`src/logic/fe_cfg.svh`:
```
// front end sizes, 16-byte fetch blocks
// tag width follows from the address, index and block widths
// return stack depth must be a power of two
`ifndef FE_CFG_SVH
`define FE_CFG_SVH

`define FE_IP_W        32
`define FE_BLK_SHIFT   4
`define FE_TB_IDX_W    6      // 64 sets, address bits 9:4
`define FE_TB_TAG_W    (`FE_IP_W - `FE_TB_IDX_W - `FE_BLK_SHIFT)

`define FE_HIST_W      16
`define FE_PRED_IDX_W  10     // entries per direction table

`define FE_RAS_DEPTH   8

// first fetch address out of reset
`define FE_RESET_IP    32'h0000_1000

`endif

```
`src/logic/fe_addr_pkg.sv`:
```
// address, index and history types for the fetch front end
// widths come from fe_cfg.svh
`include "fe_cfg.svh"

package fe_addr_pkg;

  // fetch address, block aligned inside the sequencer
  typedef logic [`FE_IP_W-1:0] ip_t;

  // target buffer set index and tag
  typedef logic [`FE_TB_IDX_W-1:0] tb_idx_t;
  typedef logic [`FE_TB_TAG_W-1:0] tb_tag_t;

  // global history, newest outcome in bit 0
  typedef logic [`FE_HIST_W-1:0] hist_t;

  typedef logic [`FE_PRED_IDX_W-1:0] pred_idx_t;

endpackage

```
`src/logic/fe_return_stack.sv`:
```
// circular return-address stack, overflow overwrites the oldest entry
// pop of an empty stack gives the last slot, contents are not reset
`include "fe_cfg.svh"

module fe_return_stack
  import fe_addr_pkg::*;
(
  input  logic clk,
  input  logic rst,
  input  logic push,
  input  logic pop,
  input  ip_t  push_addr,
  output ip_t  top
);

  localparam int PTR_W = $clog2(`FE_RAS_DEPTH);

  ip_t              stk [`FE_RAS_DEPTH];
  logic [PTR_W-1:0] ptr;      // points at current top
  logic [PTR_W-1:0] wr_ptr;

  assign wr_ptr = ptr + 1'b1;
  assign top    = stk[ptr];

  always_ff @(posedge clk) begin
    if (rst)
      ptr <= PTR_W'(`FE_RAS_DEPTH - 1);   // first push lands in slot 0
    else if (push)
      ptr <= wr_ptr;
    else if (pop)
      ptr <= ptr - 1'b1;
  end

  always_ff @(posedge clk) begin
    if (push) stk[wr_ptr] <= push_addr;
  end

endmodule

```
`config.mk`:
```
export PLATFORM = sky130hd
export DESIGN_NAME = fe_return_stack
export DESIGN_NICKNAME = d
export VERILOG_FILES = /design/src/logic/fe_addr_pkg.sv /design/src/logic/fe_return_stack.sv
export VERILOG_INCLUDE_DIRS = /design/src /design/src/logic
export SDC_FILE = /design/constraint.sdc
export NUM_CORES = 1
export LEC_CHECK = 0
export BUFFER_PORTS_ARGS = -buffer_cell sky130_fd_sc_hd__buf_4
export CAP_MARGIN = 20
export CORE_UTILIZATION = 64
export CTS_CLUSTER_DIAMETER = 200
export CTS_CLUSTER_SIZE = 12
export DETAILED_ROUTE_END_ITERATION = 12
export HOLD_SLACK_MARGIN = 0.1
export PLACE_DENSITY = 0.84
export SETUP_SLACK_MARGIN = 0.2
export SLEW_MARGIN = 0
export SYNTH_ARGS = -nofsm -noshare
export SYNTH_HDL_FRONTEND = slang
export SYNTH_SLANG_ARGS = --single-unit
```
`constraint.sdc`:
```
create_clock -name clk -period 10.5 [get_ports clk]
set_input_delay 3.15 -clock clk [delete_from_list [all_inputs] [get_ports clk]]
set_output_delay 3.15 -clock clk [all_outputs]
set_load 0.1 [all_outputs]
```
=== Word-level counts from Yosys, hierarchy flattened ===
Memories as Yosys holds them, arrays and structs flattened. A register that Yosys moved wholly into a read port is not among the register bits.
Index checks and enable logic that the tools add are counted.

* Register bits: 3
* Bits in writable memories: 256
* Bits of input ports: 36
* Logic and storage cells: 11
* Memories kept: 1

{| class="wikitable"
|+ Memories
! memory !! words !! width !! rd ports !! clocked after Yosys merged registers in !! wr ports !! RTL line !! source
|-
| stk || 8 || 32 || 1 || 1 || 1 || fe_return_stack.sv:18 || <nowiki>ip_t stk [`FE_RAS_DEPTH];</nowiki>
|}

* $add $sub $neg: 2
* Multiplexer cells: 6
* Reductions and logical operators: 1

{| class="wikitable"
|+ Operators by type and width
! kind !! count
|-
| 2-to-1 mux 3 bit || 4
|-
| adder 3 x 1 -> 3 bit (second input constant) || 1
|-
| subtractor 3 x 1 -> 3 bit (second input constant) || 1
|-
| 2-to-1 mux 1 bit || 2
|-
| nonzero test 2 bit || 1
|}

=== Logic depth before layout (Yosys ltp) ===
* Depth after elaboration: 5
* Depth in mapped cells: 4
* Gate-level depth less buffers: 4

=== Least setup slack after synthesis ===
OpenSTA, ideal clock, no wires.

* Path kind: input -> register
* Start: input port push
* End: memory stk[0][0] (netlist name), enable pin
* Setup time: 0.461 ns
* Arrival: 5.466 ns
* Path slack: 4.573 ns
* Cell stages on the path: 2
* Path buffers: 0
* Cell sequence: nand2b_1 > nor3_1

* Word-level cells in the longest chain between the ends: 2

{| class="wikitable"
|+ Ends and longest elaborated chain
! element !! RTL line !! source
|-
| from (decl) || fe_return_stack.sv:10 || <nowiki>input logic push,</nowiki>
|-
| 2-to-1 mux 1 bit || fe_return_stack.sv:35 || <nowiki>if (push) stk[wr_ptr] <= push_addr;</nowiki>
|-
| 2-to-1 mux 1 bit (implied by the code) || fe_return_stack.sv:35 ||
|-
| to (decl) || fe_return_stack.sv:18 ||
|}

No other way between the ends.

==> impl_summary.log <==
[metrics] Top Ports: 68
[metrics] critical path arrival: 2.72 ns
[metrics] post-synthesis to final-layout area growth: 14.4%
[metrics] overall track demand over capacity in global routing: 23.9%
[metrics] count of final max-slew check failures: 0
[metrics] Final Skew: 0.00914 ns
[metrics] first-pass iteration count of the detailed router: 5
[metrics] largest area contributor in the synthesized netlist: edfxtp_1
[metrics] number of nets in the synthesized netlist: 442
[metrics] Final nets: 528
[metrics] hold path startpoint: ptr[2]
[metrics] status: completed
[metrics] RSZ-0062 raised after global routing: false
[metrics] total of hold buffers inserted after clock tree synthesis: 0
[metrics] post-cts resize count: 0
[metrics] top cells by area, synth: edfxtp_1 76%, mux4_1 10%, mux4_2 5.4%, mux2_2 3.6%, dfxtp_1 1.2%
[metrics] R2R depth: 5
[metrics] hold violation count in the final report: 0
[metrics] post-synthesis cell area: 10100 um2
[metrics] HPWL after detailed placement: 9040 um
[metrics] maximum clock frequency: 170 MHz
[metrics] worst-case register-to-register setup slack: 8.05 ns
[metrics] per-instance average area after synthesis: 24.9 um2
[metrics] number of buffers created by CTS: 25
[metrics] routed wire length: 17900 um
[metrics] GRT overflow: 0
[metrics] Initial Utilization: 65.9%
[metrics] routed wire length on met3: 947 um
[metrics] count of yosys warnings during synthesis: 0
[metrics] reg2reg start: ptr[0]
[metrics] die outline area: 16200 um2
[metrics] routability cong.: 0.698
[metrics] maximum number of pins on one net before global-route repair: 65
[metrics] Power Dens Cells: 209 nW/um2
[metrics] setup_tns: 0 ns
[metrics] Yosys reg bits: 262
[metrics] clock slew at reported path FFs: 0.06 ns
[metrics] post-CTS setup-driven buffer insertion count: 0
[metrics] static leakage: 3.94 nW
[metrics] Max IR drop VDD: 0.159 mV
[metrics] most common library cell in the layout ignoring fill and taps: edfxtp_1
[metrics] detailed route wirelength on metal2: 9040 um
[metrics] time the final worst path needs with I/O delays and setup: 5.87 ns
[metrics] Vias/cell: 6.29
[metrics] endpoints failing setup: 0
[metrics] Site Rows: 45
[metrics] overall die width: 127 um
[metrics] n_diodes: 0
[metrics] post-synthesis cell type count: 25
[metrics] Max FO, Critical Path: 37
[metrics] CTS Root Cell: clkbuf_16
[metrics] routed wire length per instance: 25.3 um
[metrics] relative slew slack: 35.3%
[metrics] CTS H-tree lvls: 1
[metrics] pin slew with the least headroom to its limit: 0.971 ns
[metrics] required arrival time at the worst endpoint: 7.35 ns
[metrics] number of buffers on the longest clock path: 3
[metrics] commonest non-fill, non-tap cells in the layout: 256 x edfxtp_1, 76 x buf_4, 40 x mux4_1, 32 x mux2_2, 25 x clkbuf_16
[metrics] worst hold path type: reg2reg
[metrics] post-synthesis sequential area ratio: 77.6%
[metrics] critical path capture point type: primary output
[metrics] max-capacitance violation count: 0
[metrics] destination of the worst register-to-register timing path: stk[0][16]
[metrics] die span in y: 127 um
[metrics] number of clock sinks: 262
[metrics] final cell count without fillers: 708
[metrics] final-layout worst hold slack: 0.625 ns
[metrics] Met1 Routed Length: 7410 um
[metrics] Core ar.: 15300 um2
[metrics] insertion delay of the later-clocked pin in the worst-skew pair: 0.52 ns
[metrics] antenna viol nets, final: 0
[metrics] wire length of the first global-routing pass: 27700 um
[metrics] Gate Count Post-Synth: 404
[metrics] Crit Path Class: reg2out
[metrics] share of final-layout standard cells stronger than drive strength 1: 34.2%
[metrics] type of origin of the critical path: register
[metrics] Port Buffer Count: 67
[metrics] top layer in use: met4
[metrics] Cell Count Post-Placement: 674
[metrics] final routed DRC violation total: 0
[metrics] via count of the first global-routing pass: 4841
[metrics] antenna violations before repair: 0
[metrics] total vias in the final route: 4456
[metrics] Cells on Worst Hold Path: 2
[metrics] final worst-path cycle share: 55.9%
[metrics] number of DRC markers in iteration 0: 382
[metrics] fraction of synthesized cell area taken by the top area cell type: 76.4%
[metrics] TritonCTS clock tree: done
## worst max-delay path by stage
stage / cells past startpoint / from / slack [ns] / to
floorplan: 2 / push / 4.57 / stk[0][0]
global placement: 3 / register / 4.98 / top[15]
detailed placement: 4 / register / 5.13 / top[25]
CTS: 4 / register / 4.58 / top[23]
global route: 4 / register / 4.52 / top[20]
finish: 4 / register / 4.63 / top[0]
## area by class of cell
cell class,count,area [um2]
well taps,211,264
flip-flops and latches,262,7810
fillers,779,3750
multi-input cells,122,2160
clock inverters,2,12.5
repair buffers,77,598
clock buffers,32,652
inverters,2,7.51
## metrics by stage
step | total power [mW] | worst slack (ns) | cell area, um2 | utilization (%)
after detailed placement | 1.66 | 5.13 | 10800 | 71.1
final | 2.40 | 4.63 | 11500 | 75.4
after floorplan | 1.56 | 4.57 | 10100 | -
after global routing | 2.48 | 4.52 | 11500 | 75.4
after global placement | 1.65 | 4.98 | 10800 | 70.9
after CTS | 2.43 | 4.58 | 11500 | 75.4
## metal layers
metal	vias up	GRT usage (%)
met4	0	8.96
met5	-	0
met3	39	3.60
met1	2331	33.0
met2	168	39.4
li1	1918	-
## synthesized netlist by cell type (all sizes together)
cell type / number
edfxtp: 256
mux4: 64
mux2: 32
buf: 16
nor3: 7
dfxtp: 6
nor2: 3
a21o: 2
clkbuf: 2
ha: 2
inv: 2
nor2b: 2
a21oi: 1
a22oi: 1
mux2i: 1
nand2: 1
nand2b: 1
nand3: 1
o21ai: 1
or3: 1
xnor2: 1
xor2: 1
## cells by family (layout without fill, tap and decap cells)
family                     after synthesis  count (layout)  share of synthesized area [%]
DFF                                    262             262                           77.6
AOI/OAI and AO/OA                        5               5                          0.323
xor gates and xnor gates                 2               2                          0.174
buffers and inverters                   20             113                           1.34
adders and majority gates                2               2                          0.249
and+or+nand+nor                         16              16                          0.796
muxes                                   97              97                           19.5
## sequential cells by signal, indices dropped and copies added (netlist names), named ones only
name and cells:
stk 256, ptr 3
## report_power, final
part / switching [mW] / internal (mW) / leakage [nW]
clock: 0.339 / 0.429 / 0.322
sequential: 0.0245 / 1.21 / 2.38
combinational: 0.281 / 0.121 / 1.24
## worst max-delay path: stages (launching register included)
cell,delay [ns]
dfxtp_4,0.70
buf_16,0.31
mux4_1,0.61
mux2_2,0.29
buf_4,0.24
Note: power is estimated with default switching activity, not from simulation.
