$ cat config.mk
export PLATFORM = sky130hd
export DESIGN_NAME = fe_fetch_seq_flat
export DESIGN_NICKNAME = d
export VERILOG_FILES = /design/src/logic/fe_addr_pkg.sv /design/src/logic/fe_branch_pkg.sv /design/src/logic/fe_if.sv /design/src/logic/fe_fetch_seq.sv /design/src/flat_wrapper.sv
export VERILOG_INCLUDE_DIRS = /design/src /design/src/logic
export SDC_FILE = /design/constraint.sdc
export NUM_CORES = 1
export LEC_CHECK = 0
export ABC_AREA = 0
export BUFFER_PORTS_ARGS = -buffer_cell sky130_fd_sc_hd__buf_4
export CELL_PAD_IN_SITES_DETAIL_PLACEMENT = 0
export CELL_PAD_IN_SITES_GLOBAL_PLACEMENT = 1
export CORE_AREA = 2 2 151 153
export CTS_CLUSTER_DIAMETER = 60
export DETAILED_ROUTE_END_ITERATION = 10
export DIE_AREA = 0 0 153 155
export HOLD_SLACK_MARGIN = 0.15
export MAX_ROUTING_LAYER = met4
export PLACE_DENSITY_LB_ADDON = 0.1
export SYNTH_ARGS = -nofsm -noshare
export SYNTH_HDL_FRONTEND = slang
export SYNTH_SLANG_ARGS = --single-unit
$ cat constraint.sdc
create_clock -name clk -period 3.22 [get_ports clk]
set_input_delay 0.161 -clock clk [delete_from_list [all_inputs] [get_ports clk]]
set_output_delay 0.161 -clock clk [all_outputs]
set_load 0.01 [all_outputs]
$ cat src/logic/fe_cfg.svh
// front end sizes, 16-byte fetch blocks
// tag width follows from the address, index and block widths
// return stack depth must be a power of two
`ifndef FE_CFG_SVH
`define FE_CFG_SVH

`define FE_IP_W        32
`define FE_BLK_SHIFT   4
`define FE_TB_IDX_W    6      // 64 sets, address bits 9:4
`define FE_TB_TAG_W    (`FE_IP_W - `FE_TB_IDX_W - `FE_BLK_SHIFT)

`define FE_HIST_W      16
`define FE_PRED_IDX_W  10     // entries per direction table

`define FE_RAS_DEPTH   8

// first fetch address out of reset
`define FE_RESET_IP    32'h0000_1000

`endif

$ cat src/logic/fe_addr_pkg.sv
// address, index and history types for the fetch front end
// widths come from fe_cfg.svh
`include "fe_cfg.svh"

package fe_addr_pkg;

  // fetch address, block aligned inside the sequencer
  typedef logic [`FE_IP_W-1:0] ip_t;

  // target buffer set index and tag
  typedef logic [`FE_TB_IDX_W-1:0] tb_idx_t;
  typedef logic [`FE_TB_TAG_W-1:0] tb_tag_t;

  // global history, newest outcome in bit 0
  typedef logic [`FE_HIST_W-1:0] hist_t;

  typedef logic [`FE_PRED_IDX_W-1:0] pred_idx_t;

endpackage

$ cat src/logic/fe_branch_pkg.sv
// branch kinds and target buffer entry layout
// two slots per buffer set, slot 0 has priority
package fe_branch_pkg;

  import fe_addr_pkg::*;

  typedef enum logic [1:0] {
    br_cond   = 2'd0,
    br_uncond = 2'd1,
    br_call   = 2'd2,
    br_ret    = 2'd3
  } br_kind_e;

  typedef logic slot_t;

  // 57 bits per entry
  typedef struct packed {
    logic     valid;
    tb_tag_t  tag;
    ip_t      target;    // unused for br_ret
    br_kind_e kind;
  } tb_entry_t;

endpackage

$ cat src/logic/fe_if.sv
// lookup and retire-update bundles between the sequencer and the tables
// lookup results are combinational from the registered fetch address
interface fe_lookup_if
  import fe_addr_pkg::*, fe_branch_pkg::*;
();
  ip_t        ip;
  hist_t      hist;
  logic [1:0] hit;
  br_kind_e   kind [2];
  ip_t        target [2];
  logic [1:0] taken_pred;   // one bit per slot

  modport seq (output ip, hist, input hit, kind, target, taken_pred);
  modport tbuf (input ip, output hit, kind, target);
  modport pred (input ip, hist, output taken_pred);
endinterface

interface fe_update_if
  import fe_addr_pkg::*, fe_branch_pkg::*;
();
  logic     wr;        // retire with mispredict
  slot_t    slot;
  br_kind_e kind;
  ip_t      src_ip;
  ip_t      target;
  hist_t    ghist;     // history seen by the branch at fetch

  modport seq (output wr, slot, kind, src_ip, target, ghist);
  modport tbuf (input wr, slot, kind, src_ip, target);
  modport pred (input wr, slot, kind, src_ip, ghist);
endinterface

$ cat src/logic/fe_fetch_seq.sv
// fetch address and global history, next-address choice
// a retire mispredict redirects fetch and wins over prediction and stall
// the return stack is not repaired on a mispredict
`include "fe_cfg.svh"

module fe_fetch_seq
  import fe_addr_pkg::*, fe_branch_pkg::*;
(
  input  logic         clk,
  input  logic         rst,
  input  logic         fetch_stall,
  input  logic         retire_valid,
  input  logic         retire_mispredict,
  input  slot_t        retire_slot,
  input  br_kind_e     retire_kind,
  input  logic         retire_taken,
  input  ip_t          retire_src_ip,
  input  ip_t          retire_target,
  input  hist_t        retire_ghist,
  fe_lookup_if.seq     lookup,
  fe_update_if.seq     update,
  input  ip_t          ras_top,
  output logic         ras_push,
  output logic         ras_pop,
  output ip_t          ras_push_addr,
  output ip_t          fetch_ip,
  output logic         fetch_valid
);

  localparam ip_t BLK_BYTES = ip_t'(1 << `FE_BLK_SHIFT);

  function automatic ip_t blk_align(input ip_t ip);
    return {ip[`FE_IP_W-1:`FE_BLK_SHIFT], {`FE_BLK_SHIFT{1'b0}}};
  endfunction

  hist_t      hist;
  logic [1:0] take;
  logic       any_take;
  slot_t      sel;
  br_kind_e   sel_kind;
  ip_t        seq_next;
  ip_t        pred_next;
  ip_t        fix_ip;
  logic       redirect;

  assign lookup.ip   = fetch_ip;
  assign lookup.hist = hist;

  // conditional slots need a taken prediction, everything else always jumps
  always_comb begin
    for (int s = 0; s < 2; s++) begin
      take[s] = lookup.hit[s] && (lookup.kind[s] != br_cond || lookup.taken_pred[s]);
    end
  end

  assign any_take = |take;
  assign sel      = take[0] ? 1'b0 : 1'b1;   // lowest slot wins
  assign sel_kind = lookup.kind[sel];
  assign seq_next = fetch_ip + BLK_BYTES;

  always_comb begin
    if (!any_take)
      pred_next = seq_next;
    else if (sel_kind == br_ret)
      pred_next = ras_top;
    else
      pred_next = blk_align(lookup.target[sel]);
  end

  // retire side
  assign redirect = retire_valid && retire_mispredict;
  assign fix_ip   = retire_taken ? blk_align(retire_target)
                                 : blk_align(retire_src_ip) + BLK_BYTES;

  assign update.wr     = redirect;
  assign update.slot   = retire_slot;
  assign update.kind   = retire_kind;
  assign update.src_ip = retire_src_ip;
  assign update.target = retire_target;
  assign update.ghist  = retire_ghist;

  // stack moves only when the prediction is actually used
  assign ras_push      = !fetch_stall && !redirect && any_take && sel_kind == br_call;
  assign ras_pop       = !fetch_stall && !redirect && any_take && sel_kind == br_ret;
  assign ras_push_addr = seq_next;

  always_ff @(posedge clk) begin
    if (rst) begin
      fetch_ip <= `FE_RESET_IP;
      hist     <= '0;
    end else if (redirect) begin
      fetch_ip <= fix_ip;
      hist     <= {retire_ghist[`FE_HIST_W-2:0], retire_taken};
    end else if (!fetch_stall) begin
      fetch_ip <= pred_next;
      if (|lookup.hit) hist <= {hist[`FE_HIST_W-2:0], any_take};  // one bit per hit block
    end
  end

  assign fetch_valid = !rst && !fetch_stall;

endmodule

$ cat src/flat_wrapper.sv
// flat-port wrapper written by rule: the top's interface ports become plain ports
module fe_fetch_seq_flat import fe_addr_pkg::*, fe_branch_pkg::*;
  (clk, rst, fetch_stall, retire_valid, retire_mispredict, retire_slot, retire_kind, retire_taken, retire_src_ip, retire_target, retire_ghist, ras_top, ras_push, ras_pop, ras_push_addr, fetch_ip, fetch_valid, lookup_ip, lookup_hist, lookup_hit, lookup_kind, lookup_target, lookup_taken_pred, update_wr, update_slot, update_kind, update_src_ip, update_target, update_ghist);
  fe_lookup_if lookup_i ();
  fe_update_if update_i ();
  input  logic clk;
  input  logic rst;
  input  logic fetch_stall;
  input  logic retire_valid;
  input  logic retire_mispredict;
  input  slot_t retire_slot;
  input  br_kind_e retire_kind;
  input  logic retire_taken;
  input  ip_t retire_src_ip;
  input  ip_t retire_target;
  input  hist_t retire_ghist;
  input  ip_t ras_top;
  output logic ras_push;
  output logic ras_pop;
  output ip_t ras_push_addr;
  output ip_t fetch_ip;
  output logic fetch_valid;
  output wire logic [$bits(lookup_i.ip)-1:0] lookup_ip;
  output wire logic [$bits(lookup_i.hist)-1:0] lookup_hist;
  input wire logic [$bits(lookup_i.hit)-1:0] lookup_hit;
  input wire logic [$bits(lookup_i.kind)-1:0] lookup_kind;
  input wire logic [$bits(lookup_i.target)-1:0] lookup_target;
  input wire logic [$bits(lookup_i.taken_pred)-1:0] lookup_taken_pred;
  output wire logic [$bits(update_i.wr)-1:0] update_wr;
  output wire logic [$bits(update_i.slot)-1:0] update_slot;
  output wire logic [$bits(update_i.kind)-1:0] update_kind;
  output wire logic [$bits(update_i.src_ip)-1:0] update_src_ip;
  output wire logic [$bits(update_i.target)-1:0] update_target;
  output wire logic [$bits(update_i.ghist)-1:0] update_ghist;
  assign lookup_ip = lookup_i.ip;
  assign lookup_hist = lookup_i.hist;
  assign lookup_i.hit = lookup_hit;
  assign lookup_i.kind = {>>{lookup_kind}};
  assign lookup_i.target = {>>{lookup_target}};
  assign lookup_i.taken_pred = lookup_taken_pred;
  assign update_wr = update_i.wr;
  assign update_slot = update_i.slot;
  assign update_kind = update_i.kind;
  assign update_src_ip = update_i.src_ip;
  assign update_target = update_i.target;
  assign update_ghist = update_i.ghist;
  fe_fetch_seq u_core (.clk(clk), .rst(rst), .fetch_stall(fetch_stall), .retire_valid(retire_valid), .retire_mispredict(retire_mispredict), .retire_slot(retire_slot), .retire_kind(retire_kind), .retire_taken(retire_taken), .retire_src_ip(retire_src_ip), .retire_target(retire_target), .retire_ghist(retire_ghist), .lookup(lookup_i), .update(update_i), .ras_top(ras_top), .ras_push(ras_push), .ras_pop(ras_pop), .ras_push_addr(ras_push_addr), .fetch_ip(fetch_ip), .fetch_valid(fetch_valid));
endmodule
; ---- Word-level counts from Yosys, hierarchy flattened
; Cells that the tools add are included.
[totals]
mem_bits_ro = 0
mem_count = 0
ramBits = 0
latch_bits = 0
register_bits = 48
input_bits = 193
[op_classes]
multipliers = 0
muxes = 15
div = 0
shifts = 0
magnitude_cmp = 1
addsub = 2
eq_ne = 3
bitwise_logic = 1
reduce_logical = 19
[op_table]
columns = op, n
row1 = $mux W32, 8
row2 = $add A32 B5 Y32 const B, 2
row3 = $mux W16, 3
row4 = $logic_and A1 B1 Y1, 8
row5 = $mux W2, 3
row6 = $reduce_bool A2 Y1, 3
row7 = $eq A2 B2 Y1 const B, 2
row8 = $reduce_or A2 Y1, 2
row9 = $logic_not A1 Y1, 3
row10 = $ge A2 B2 Y1 const B, 1
row11 = $logic_or A1 B1 Y1, 2
row12 = $ne A2 B1 Y1 const B, 1
row13 = $not A1 Y2, 1
row14 = $reduce_and A2 Y1, 1
row15 = $mux W1, 1

; ---- Longest topological paths before layout
; Gate-level depths: netlist of the first run.
[depth]
ltp_word = 13
mapped_depth = 8
mapped_depth_nobuf = 7

; ---- Worst setup path after synthesis of the first run
; OpenSTA, ideal clock, no wires.
[synth_timing]
path_type = register -> register
from = reg u_core.fetch_ip[5]
to = reg u_core.fetch_ip[26]
path_stages_with_launch = 8
path_slack_ns = 1.106
t_arrival_ns = 2.029
n_path_buf = 0
setup_time_ns = 0.086
cell_sequence = dfxtp_1 -> ha_1 -> nand4_1 -> nor2_1 -> nand4_1 -> xnor2_1 -> a221oi_1 -> a211oi_1
[synth_between]
elab_chain_len = 4
[synth_lines]
columns = item, line
row1 = from (decl), fe_fetch_seq.sv:26  ; output ip_t fetch_ip,
row2 = from (signal assigned), fe_fetch_seq.sv:89  ; fetch_ip <= `FE_RESET_IP;
row3 = from (signal assigned), fe_fetch_seq.sv:92  ; fetch_ip <= fix_ip;
row4 = from (signal assigned), fe_fetch_seq.sv:95  ; fetch_ip <= pred_next;
row5 = $add A32 B5 Y32, fe_fetch_seq.sv:59  ; assign seq_next = fetch_ip + BLK_BYTES;
row6 = net ras_push_addr[26], flat_wrapper.sv:20  ; output ip_t ras_push_addr;
row7 = $mux W32, fe_fetch_seq.sv:62  ; if (!any_take)
row8 = $mux W32, fe_fetch_seq.sv:94  ; end else if (!fetch_stall) begin
row9 = $mux W32, fe_fetch_seq.sv:91  ; end else if (redirect) begin
; The timed path passes the listed nets, and every way through them passes these cells. The select of a mux whose other input is x is not followed.
; A chain may end at the register's enable or synchronous reset.

; ---- Worst setup path after layout of the first run
[layout_timing]
from = reg u_core.fetch_ip[5]
to = out ras_push_addr[26]
[layout_between]
elab_chain_len = 1
[layout_lines]
columns = item, line
row1 = $add A32 B5 Y32, fe_fetch_seq.sv:59
row2 = to (decl), flat_wrapper.sv:20
; Every way passes these cells.

==> results by group, run 1 <==
Status
  – Status: finished clean

GRT
  – Gr usage total: 19.9%
  – Largest net degree at the start of global routing: 52
  – First-pass GRT wire length: 35,500 microns
  – Vias in the first global route: 5,969
  – M2 GR Usage: 35.4%
  – M1 GR Usage: 23.6%
  – Met3 global-route usage: 3.18%
  – GR peak layer: met2
  – Initial antenna violation count: 0
  – Total grt overflow: 0

STA
  – Slew HR: 47.8%
  – # setup viols final: 0
  – Worst-Margin Slew: 0.779 ns
  – Setup TNS: 0 ns
  – Final Hold Fails: 0
  – Clock Skew: 0.0117 ns
  – RSZ-0062 raised after global routing: no
  – Fmax: 358 MHz
  – Final min period: 2.79 ns
  – Max Transition Viols Final: 0
  – Final period utilization: 86.8%
  – Hold_ws: 0.159 ns

Flow run
  – Max-cap violations: 0

Clock tree
  – Root buffer cell: clkbuf_16
  – Clock Latency Late Sink: 0.30 ns
  – TritonCTS Buffers: 5
  – Number of setup buffers added after CTS: 0
  – H-tree depth: 2
  – Clk sink count: 48
  – Longest Clk Path Bufs: 2
  – Clock-pin transition on the worst setup and hold timing paths: 0.07 ns
  – CTS tree: yes

Pwr
  – Power Dens Cells: 308 nW/um^2
  – Flop pwr share: 32.2%
  – Peak supply drop: 0.170 mV
  – Leakage: 3.39 nW
  – Int Pwr: 1.47 mW
  – Psw: 855 uW
  – Switch share: 36.8%
  – Combinational share of power: 43.7%
  – PnR Total Power: 2.32 mW
  – Clock share of power: 24.1%

Final layout
  – N_diodes: 0
  – Multi-input logic area: 3100 sq um
  – Fraction of layout cells with a size suffix above 1: 41.1%
  – Post-route cell area: 7560 sq um
  – Post-layout util: 34.0%
  – Fillers: 2,440
  – Area grow syn2layout: 47.3%
  – Final nets: 1,153
  – Reg area: 961 sq um
  – Most frequent cells in the layout: 372 x buf_4, 97 x nand2_1, 70 x nor2_1
  – Commonest non-fill, non-tap cell in the layout: buf_4

Worst setup path
  – CP endpoint kind: output port
  – CP arrival: 2.63 ns
  – Worst EP required: 3.06 ns
  – Kind of critical path: reg2out
  – Crit Path Max Fanout: 8
  – CP startpoint kind: register

Floorplan
  – Starting Density: 23.1%
  – Die Span X: 153 microns
  – Ports: 392
  – # rows: 55
  – Core area: 22,200 sq um
  – Die area: 23,700 sq um
  – Die H: 155 microns

Placement
  – Dpl hpwl: 19,300 microns
  – Final RePlAce weighted congestion: 0.798
  – Cell Area, Placed: 7240 sq um
  – Port Buffer Count: 359

Yosys
  – FF+latch count, synth: 48
  – Post-synthesis cell type count: 53
  – Avg Cell Area, Syn: 7.05 sq um
  – Post-Syn Instances: 728
  – EDFF count, synth: 0
  – Main synth FF type: dfxtp_1
  – Net Count, Synth: 923
  – Sequential share of the synthesized area: 18.7%
  – Post-synth top area share: 18.7%
  – Ys Warns: 0
  – Cell taking the most area after synthesis: dfxtp_1
  – Synth top area cells: dfxtp_1 19%, buf_4 18%, nand2_1 7.1%
  – Async S/R FF share, synth: 0%
  – Cell Area, Synth: 5130 sq um

Hold path
  – HP Class: in2reg

Route
  – DR vias/cell: 4.83
  – Post-DR wirelength/cell: 19.5 microns
  – Total Wirelength: 24,200 microns
  – First-pass iteration count of the detailed router: 4
  – Antenna Nets Post-Route: 0
  – DRC: 0
  – Iteration-0 DRC Markers: 258
  – Vias: 6,011
-- through the flow --
step	cells	setup WS, ns
finish	1244	0.425
global route	1244	0.159
CTS	1244	0.448
detailed placement	1219	0.630
global placement	1219	0.657
floorplan	728	1.11
-- path summary, 6_finish.rpt --
check	depth (start not counted)	endpoint	slack [ns]	start
setup reg to reg	7	u_core.fetch_ip[26]	0.59	u_core.fetch_ip[5]
setup / recovery	6	ras_push_addr[26]	0.43	u_core.fetch_ip[5]
hold reg to reg	2	u_core.lookup.hist[15]	0.50	u_core.lookup.hist[15]
hold / removal	3	u_core.lookup.hist[4]	0.16	retire_ghist[3]
-- state kept, by name, indices dropped and copies added (netlist names) --
register,flops
u_core.fetch_ip,32
u_core.lookup.hist,16
-- routing by layer --
layer / routed length [microns] / vias up / share of wire (%)
li1: - / 2952 / -
met1: 10000 / 2793 / 41
met2: 12500 / 239 / 52
met3: 1240 / 27 / 5.1
met4: 471 / 0 / 1.9
met5: 0 / - / 0
-- final cells by class --
class                           instances  share of cell area (%)
Timing Repair Buffer                  389                    39.2
Sequential cell                        48                    12.7
Tap cell                              285                    4.72
Inverter                                8                   0.397
Multi-Input combinational cell        506                    41.0
Clock inverter                          2                   0.182
Clock buffer                            6                    1.84
-- cell families (layout without fill, tap and decap cells) --
family,Yosys count,count (layout),synth area share [%]
mux,15,15,2.93
xor+xnor,50,50,8.53
flops,48,48,18.7
fa+ha+maj,2,2,0.487
compound gates,168,168,22.4
simple gates,271,271,25.3
buf+inv,174,405,21.6
-- cell usage after synthesis, types with 8 or more instances --
master,instances
a211oi_1,25
a21oi_1,23
a221oi_1,14
a311oi_1,20
a31oi_1,16
and4_1,8
buf_4,120
clkbuf_1,40
dfxtp_1,48
mux2i_1,15
nand2_1,97
nand3_1,29
nand4_1,14
nor2_1,71
nor3_1,9
nor4_1,10
o211ai_1,11
o21ai_0,38
xnor2_1,31
xor2_1,19
-- what timing repair did --
item / CTS / global route
endpoints found under the hold margin: 17 / 0
resized for setup: 0 / 0
hold buffers: 17 / 0
-- power by group through the flow --
stage	registers, mW	logic, mW	clock network [mW]
finish	0.749	1.02	0.560
global route	0.761	1.10	0.605
CTS	0.750	1.03	0.585
detailed placement	0.763	1.01	0
global placement	0.762	1.02	0
floorplan	0.752	0.521	0
-- worst max-delay path, stage by stage, from the launching register on --
cell	delay, ns
dfxtp_1	0.52
ha_1	0.34
nand4_1	0.17
nor2_1	0.64
nand4_1	0.20
xnor2_1	0.26
buf_4	0.18
Power figures use the tool's default switching activity.
==> run 2: changes to the inputs <==
--- a/config.mk
+++ b/config.mk
@@ -10,10 +10,10 @@
 export BUFFER_PORTS_ARGS = -buffer_cell sky130_fd_sc_hd__buf_4
 export CELL_PAD_IN_SITES_DETAIL_PLACEMENT = 0
 export CELL_PAD_IN_SITES_GLOBAL_PLACEMENT = 1
-export CORE_AREA = 2 2 151 153
+export CORE_AREA = 2 2 154 156
 export CTS_CLUSTER_DIAMETER = 60
 export DETAILED_ROUTE_END_ITERATION = 10
-export DIE_AREA = 0 0 153 155
+export DIE_AREA = 0 0 156 158
 export HOLD_SLACK_MARGIN = 0.15
 export MAX_ROUTING_LAYER = met4
 export PLACE_DENSITY_LB_ADDON = 0.1
==> constraint.sdc (replaced) <==
create_clock -name clk -period 2.3 [get_ports clk]
set_input_delay 0.115 -clock clk [delete_from_list [all_inputs] [get_ports clk]]
set_output_delay 0.115 -clock clk [all_outputs]
set_load 0.01 [all_outputs]
==> run 2 against run 1 <==
Compared with the run above:
- wire length is 0.59% higher
- worst hold slack better by 0.038 ns
- clock-buffer cell count unchanged
- first-iteration DRC count decreased by 12%
- flip-flop and latch count unchanged
- clock power is 40% higher
- global-route usage shrank 0.58 points
- non-clock buffer count increased by 35
- setup slack lost 0.27 ns
- final cell count grew 3.2%
- critical path type unchanged
- largest cell class is now buffers
==> results by group, run 2 (synthesis gave the netlist of run 1 again) <==
Status
  – Status: finished clean

Clock tree
  – Clock-pin transition on the worst setup and hold timing paths: 0.08 ns (about the same)
  – Longest Clk Path Bufs: 2 (unchanged)
  – Clock Latency Late Sink: 0.30 ns (about the same)
  – Root buffer cell: clkbuf_16
  – H-tree depth: 2 (unchanged)
  – TritonCTS Buffers: 5 (unchanged)
  – Clk sink count: 48 (unchanged)
  – CTS tree: yes
  – Number of setup buffers added after CTS: 0 (unchanged)

STA
  – Worst-Margin Slew: 0.674 ns (-0.105 ns)
  – Setup TNS: 0 ns (unchanged)
  – Clock Skew: 0.0152 ns (+0.00346 ns)
  – Slew HR: 55.1% (+7.2 points)
  – RSZ-0062 raised after global routing: no
  – Max Transition Viols Final: 0 (unchanged)
  – # setup viols final: 0 (unchanged)
  – Fmax: 467 MHz
  – Final period utilization: 93.1%
  – Final Hold Fails: 0 (unchanged)
  – Hold_ws: 0.197 ns (+0.0381 ns)
  – Final min period: 2.14 ns

Worst setup path
  – CP top delay family: simple AND/OR/NAND/NOR gates
  – Crit-path max cell delay: 0.37 ns (-0.27 ns)
  – Crit path top cell by count: buf_4
  – Worst path cell trace: nand3_2 -> or2_1 -> nor3_4 -> buf_4 -> nand3_1 -> xnor2_1 -> buf_4
  – CP endpoint kind: output port
  – Slowest stage cell on the critical path: dfxtp_1
  – Worst EP required: 2.18 ns (-0.88 ns)
  – Buf+Inv Stages, Crit Path: 2 (+1)
  – CP arrival: 2.03 ns (-0.60 ns)
  – R2R Setup Slk: 0.29 ns (-0.30 ns)
  – CP startpoint kind: register
  – Crit Path Max Fanout: 6 (-2)
  – Kind of critical path: reg2out

GRT
  – Initial antenna violation count: 0 (unchanged)
  – Largest net degree at the start of global routing: 58 (+12%)
  – First-pass GRT wire length: 34,900 microns (-1.6%)
  – Vias in the first global route: 5,919 (-0.84%)
  – Gr usage total: 19.3% (-0.58 points)
  – Total grt overflow: 0 (unchanged)

Placement
  – Port Buffer Count: 359 (unchanged)
  – Final RePlAce weighted congestion: 0.806 (+1.1%)
  – Dpl hpwl: 19,800 microns (+2.5%)

Floorplan
  – Starting Density: 22.3% (-0.83 points)
  – Die H: 158 microns (+1.9%)
  – Die area: 24,600 sq um (+3.9%)
  – Ports: 392 (unchanged)
  – # rows: 56 (+1.8%)
  – Die Span X: 156 microns (+2.0%)
  – Core area: 23,100 sq um (+3.7%)

Pwr
  – Flop pwr share: 29.3% (-2.9 points)
  – Int Pwr: 2.13 mW (+45%)
  – Leakage: 3.58 nW (+5.6%)
  – Peak supply drop: 0.259 mV (+53%)
  – Switch share: 36.3% (-0.48 points)
  – Combinational share of power: 47.2% (+3.5 points)
  – Power Dens Cells: 423 nW/um^2 (+38%)
  – Psw: 1.21 mW (+42%)
  – Clock share of power: 23.5% (-0.6 points)

Final layout
  – Largest Register: u_core.fetch_ip
  – Largest regs: u_core.fetch_ip: 32 flops, u_core.lookup.hist: 16 flops
  – Reg area: 961 sq um (unchanged)
  – Fillers: 2,539 (+4.1%)
  – Multi-input logic area: 3100 sq um (+0.28%)
  – Fraction of layout cells with a size suffix above 1: 43.1% (+2.0 points)
  – N_diodes: 0 (unchanged)
  – Final nets: 1,188 (+3.0%)
  – Most frequent cells in the layout: 402 x buf_4, 97 x nand2_1, 71 x nor2_1
  – Largest register FFs: 32 (unchanged)
  – Area grow syn2layout: 53.5%
  – Commonest non-fill, non-tap cell in the layout: buf_4

Route
  – Post-DR wirelength/cell: 19.0 microns (-2.5%)
  – First-pass iteration count of the detailed router: 4 (unchanged)
  – Vias: 6,054 (+0.72%)
  – DRC: 0 (unchanged)
  – Total Wirelength: 24,400 microns (+0.59%)
  – DR vias/cell: 4.71 (-2.4%)
  – Iteration-0 DRC Markers: 228 (-12%)
  – Antenna Nets Post-Route: 0 (unchanged)

Flow run
  – Max-cap violations: 0 (unchanged)

Hold path
  – HP Class: in2reg
run 2: worst reg2reg max path, stage by stage (launching register included):
cell	delay, ns
dfxtp_1	0.37
nand3_2	0.14
or2_1	0.36
nor3_4	0.25
nand3_2	0.11
or4_1	0.50
a41oi_1	0.20
run 2: repair_timing:
| action | in CTS | in global routing |
|---|---|---|
| setup endpoints to repair | 0 | 6 |
| gates resized for setup | 0 | 3 |
| hold buffers | 19 | 0 |
| endpoints found under the hold margin | 19 | 0 |
run 2: final timing paths:
kind                     startpoint                     end  cells past startpoint
min reg2reg  u_core.lookup.hist[13]  u_core.lookup.hist[14]                      2
min                      ras_top[8]      u_core.fetch_ip[8]                      3
max             u_core.fetch_ip[14]       ras_push_addr[31]                      7
max reg2reg     u_core.fetch_ip[14]     u_core.fetch_ip[29]                      6
run 2: layout make-up:
type,instances,area share (%)
multi-input combinational,506,39.4
sequential,48,12.2
clock buffer,6,1.76
clock inverter,2,0.175
inverter,8,0.381
timing repair buffer,424,41.5
tap,290,4.61
run 2: power groups by stage:
stage / Sequential, mW / Combinational (mW) / Clock [mW]
finish: 0.976 / 1.58 / 0.784
global route: 0.987 / 1.71 / 0.845
CTS: 0.977 / 1.61 / 0.812
detailed placement: 0.996 / 1.57 / 0
global placement: 0.994 / 1.58 / 0
floorplan: 1.05 / 0.730 / 0
run 2: metrics by stage:
step	total power, mW	worst slack, ns	instance area, sq um	utilization [%]	cells
2_1_floorplan	1.78	0.186	5130	-	728
3_3_place_gp	2.57	0.280	7520	32.6	1257
3_5_place_dp	2.57	0.274	7520	32.6	1257
4_1_cts	3.40	0.0684	7870	34.1	1284
5_1_grt	3.55	0.0109	7880	34.2	1284
6_report	3.34	0.159	7880	34.2	1284
run 2: layer usage:
| metal | GRT usage, % | vias to the layer above | routed length [microns] |
|---|---|---|---|
| met5 | - | - | 0 |
| met4 | 4.28 | 0 | 448 |
| met3 | 2.68 | 30 | 1190 |
| li1 | - | 3017 | - |
| met1 | 22.4 | 2773 | 9950 |
| met2 | 35.3 | 234 | 12800 |
==> run 3: changes to the inputs <==
--- a/config.mk
+++ b/config.mk
@@ -16,7 +16,8 @@
 export DIE_AREA = 0 0 156 158
 export HOLD_SLACK_MARGIN = 0.15
 export MAX_ROUTING_LAYER = met4
-export PLACE_DENSITY_LB_ADDON = 0.1
+export PLACE_DENSITY = 0.77
+export RECOVER_POWER = 25
 export SYNTH_ARGS = -nofsm -noshare
 export SYNTH_HDL_FRONTEND = slang
 export SYNTH_SLANG_ARGS = --single-unit
==> constraint.sdc (replaced) <==
create_clock -name clk -period 1.9 [get_ports clk]
set_input_delay 0.095 -clock clk [delete_from_list [all_inputs] [get_ports clk]]
set_output_delay 0.095 -clock clk [all_outputs]
set_load 0.01 [all_outputs]
==> run 3 against run 2 <==
Compared with the run above:
- the flow now finishes with violations (negative setup slack)
- global-route usage increased by 1.7 points
- design area increased by 7.7%
- setup slack got worse by 0.24 ns
- die area unchanged
- worst hold slack got worse by 0.028 ns
- critical path depth unchanged
- highest routed layer unchanged
- utilization increased by 2.6 points
- sequential share of layout area decreased by 0.14 points
- clock skew decreased by 0.0096 ns
==> results by group, run 3 (synthesis gave the netlist of run 1 again) <==
Clock tree
  – Clock Latency Late Sink: 0.30 ns (about the same)
  – Longest Clk Path Bufs: 2 (unchanged)
  – Clock-pin transition on the worst setup and hold timing paths: 0.07 ns (about the same)
  – TritonCTS Buffers: 5 (unchanged)
  – Clk sink count: 48 (unchanged)
  – Root buffer cell: clkbuf_16
  – H-tree depth: 2 (unchanged)
  – CTS tree: yes

GRT
  – Total grt overflow: 0 (unchanged)
  – Met3 global-route usage: 4.22% (+1.5 points)
  – Initial antenna violation count: 0 (unchanged)
  – Gr usage total: 21.0% (+1.7 points)
  – GR peak layer: met2
  – Vias in the first global route: 6,038 (+2.0%)
  – Largest net degree at the start of global routing: 53 (-8.6%)
  – First-pass GRT wire length: 37,600 microns (+7.7%)
  – M2 GR Usage: 33.3% (-2.0 points)
  – M1 GR Usage: 27.6% (+5.2 points)

Worst setup path
  – CP arrival: 1.89 ns (-0.14 ns)
  – Reg2reg path depth: 8 (+2)
  – RR Endpoint: u_core.fetch_ip[17]
  – CP endpoint kind: output port
  – Buf+Inv Stages, Crit Path: 2 (unchanged)
  – CP top delay family: simple AND/OR/NAND/NOR gates
  – Slowest stage cell on the critical path: or3_4
  – CP startpoint kind: register
  – Critical R2R Launch: u_core.fetch_ip[5]
  – R2R Setup Slk: 0.02 ns (-0.27 ns)
  – Crit-path max cell delay: 0.42 ns (+0.05 ns)
  – Worst EP required: 1.80 ns (-0.38 ns)
  – Worst path cell trace: nand3_4 -> or3_4 -> nor3_4 -> buf_6 -> nand3_2 -> xnor2_2 -> buf_4
  – Crit Path Max Fanout: 4 (-2)
  – Kind of critical path: reg2out

Flow run
  – Max-cap violations: 0 (unchanged)

STA
  – Final Hold Fails: 0 (unchanged)
  – Final min period: 1.98 ns
  – Final period utilization: 104%
  – Max Transition Viols Final: 0 (unchanged)
  – Slew HR: 19.5% (-36 points)
  – Worst-Margin Slew: 1.21 ns (+0.534 ns)
  – RSZ-0062 raised after global routing: yes
  – # setup viols final: 6 (+6)
  – Fmax: 504 MHz
  – Clock Skew: 0.00561 ns (-0.00959 ns)
  – Final WS setup: -0.0838 ns (-0.243 ns)

Floorplan
  – Core area: 23,100 sq um (unchanged)
  – Die Span X: 156 microns (unchanged)
  – # rows: 56 (unchanged)
  – Starting Density: 22.3% (unchanged)
  – Ports: 392 (unchanged)
  – Die area: 24,600 sq um (unchanged)
  – Die H: 158 microns (unchanged)

Hold path
  – HP Class: in2reg
  – Min-Delay Startpoint: ras_top[6]
  – Hold endpoint: u_core.fetch_ip[6]
  – Hold depth: 3 (unchanged)

Status
  – Status: finished, violations left
  – Failing checks: negative setup slack

Placement
  – Final RePlAce weighted congestion: 0.929 (+15%)
  – Setup WS pre-CTS: 0.0105 ns (-0.264 ns)
  – Dpl hpwl: 21,600 microns (+9.4%)
  – Cell Area, Placed: 7900 sq um (+4.9%)
  – Port Buffer Count: 359 (unchanged)

Pwr
  – Leakage: 3.83 nW (+6.8%)
  – PnR Total Power: 4.31 mW (+29%)
  – Peak supply drop: 0.393 mV (+52%)
  – Power Dens Cells: 508 nW/um^2 (+20%)

Route
  – Antenna Nets Post-Route: 0 (unchanged)
  – DRC: 0 (unchanged)
  – Iteration-0 DRC Markers: 425 (+86%)
  – First-pass iteration count of the detailed router: 5 (+1)
  – Total Wirelength: 26,500 microns (+8.9%)
  – DR vias/cell: 4.83 (+2.4%)
  – Post-DR wirelength/cell: 20.0 microns (+5.2%)
  – Vias: 6,418 (+6.0%)

Final layout
  – N_diodes: 0 (unchanged)
  – Most frequent cells in the layout: 391 x buf_4, 96 x nand2_1, 66 x nor2_1
  – Largest Register: u_core.fetch_ip
  – Post-route cell area: 8490 sq um (+7.7%)
  – Fraction of layout cells with a size suffix above 1: 46.3% (+3.2 points)
  – Final nets: 1,233 (+3.8%)
  – Area grow syn2layout: 65.4%
  – Largest regs: u_core.fetch_ip: 32 flops, u_core.lookup.hist: 16 flops
  – Commonest non-fill, non-tap cell in the layout: buf_4
  – Largest register FFs: 32 (unchanged)
[run 3: changes by cell type in the layout (fill, tap and decap cells not counted), sizes merged]
cell | previous run | this run
buf | 405 | 406
inv | 8 | 7
clkinv | 2 | 1
clkbuf | 6 | 52
[run 3: what timing repair did]
action                     CTS  global route
setup endpoints to repair   15            25
gates cloned                 0             0
hold endpoints to repair    19             0
setup buffers               11             8
gates resized for setup     23            26
hold buffers                19             0
pin swaps                   13            13
[run 3: stage by stage]
step	util, %	std cells	TNS (ns)	hold WS (ns)
2_1_floorplan	-	728	-0.0328	0.238
3_3_place_gp	34.3	1285	0	0.190
3_5_place_dp	34.3	1285	0	0.190
4_1_cts	36.7	1321	-0.347	0.169
5_1_grt	36.8	1329	-1.31	0.190
6_report	36.8	1329	-0.241	0.170
[run 3: power by group]
part           switching, mW  internal, mW
clock                  0.420         0.642
combinational           1.03          1.02
sequential            0.0939          1.10
[run 3: per-layer routing]
layer	vias up	share of wire, %
li1	3108	-
met1	3019	45
met2	269	47
met3	22	6.7
met4	0	1.5
met5	-	0
[run 3: area by class of cell]
type	instances	area, sq um
clock buffers	8	178
fillers	2465	14600
inverters	8	30.0
multi-input cells	506	3360
flip-flops and latches	48	1020
well taps	290	363
repair buffers	469	3540
[run 3: worst reg2reg max path, delay by kind of cell, from the launching register on]
family	cells	cell delay, ns
simple gates	3	0.77
compound gates	2	0.27
flops	1	0.39
xor+xnor	1	0.15
buf+inv	2	0.21
[run 3: worst max-delay path by stage]
stage / from / depth (start not counted) / slack, ns / endpoint
6_report: u_core.fetch_ip[12] / 7 / -0.08 / ras_push_addr[31]
3_3_place_gp: retire_valid / 9 / 0.05 / u_core.fetch_ip[18]
2_1_floorplan: u_core.fetch_ip[13] / 7 / -0.02 / u_core.fetch_ip[26]
5_1_grt: u_core.fetch_ip[12] / 7 / -0.15 / ras_push_addr[31]
3_5_place_dp: u_core.fetch_ip[15] / 7 / 0.01 / u_core.fetch_ip[30]
4_1_cts: u_core.fetch_ip[12] / 7 / -0.09 / ras_push_addr[31]
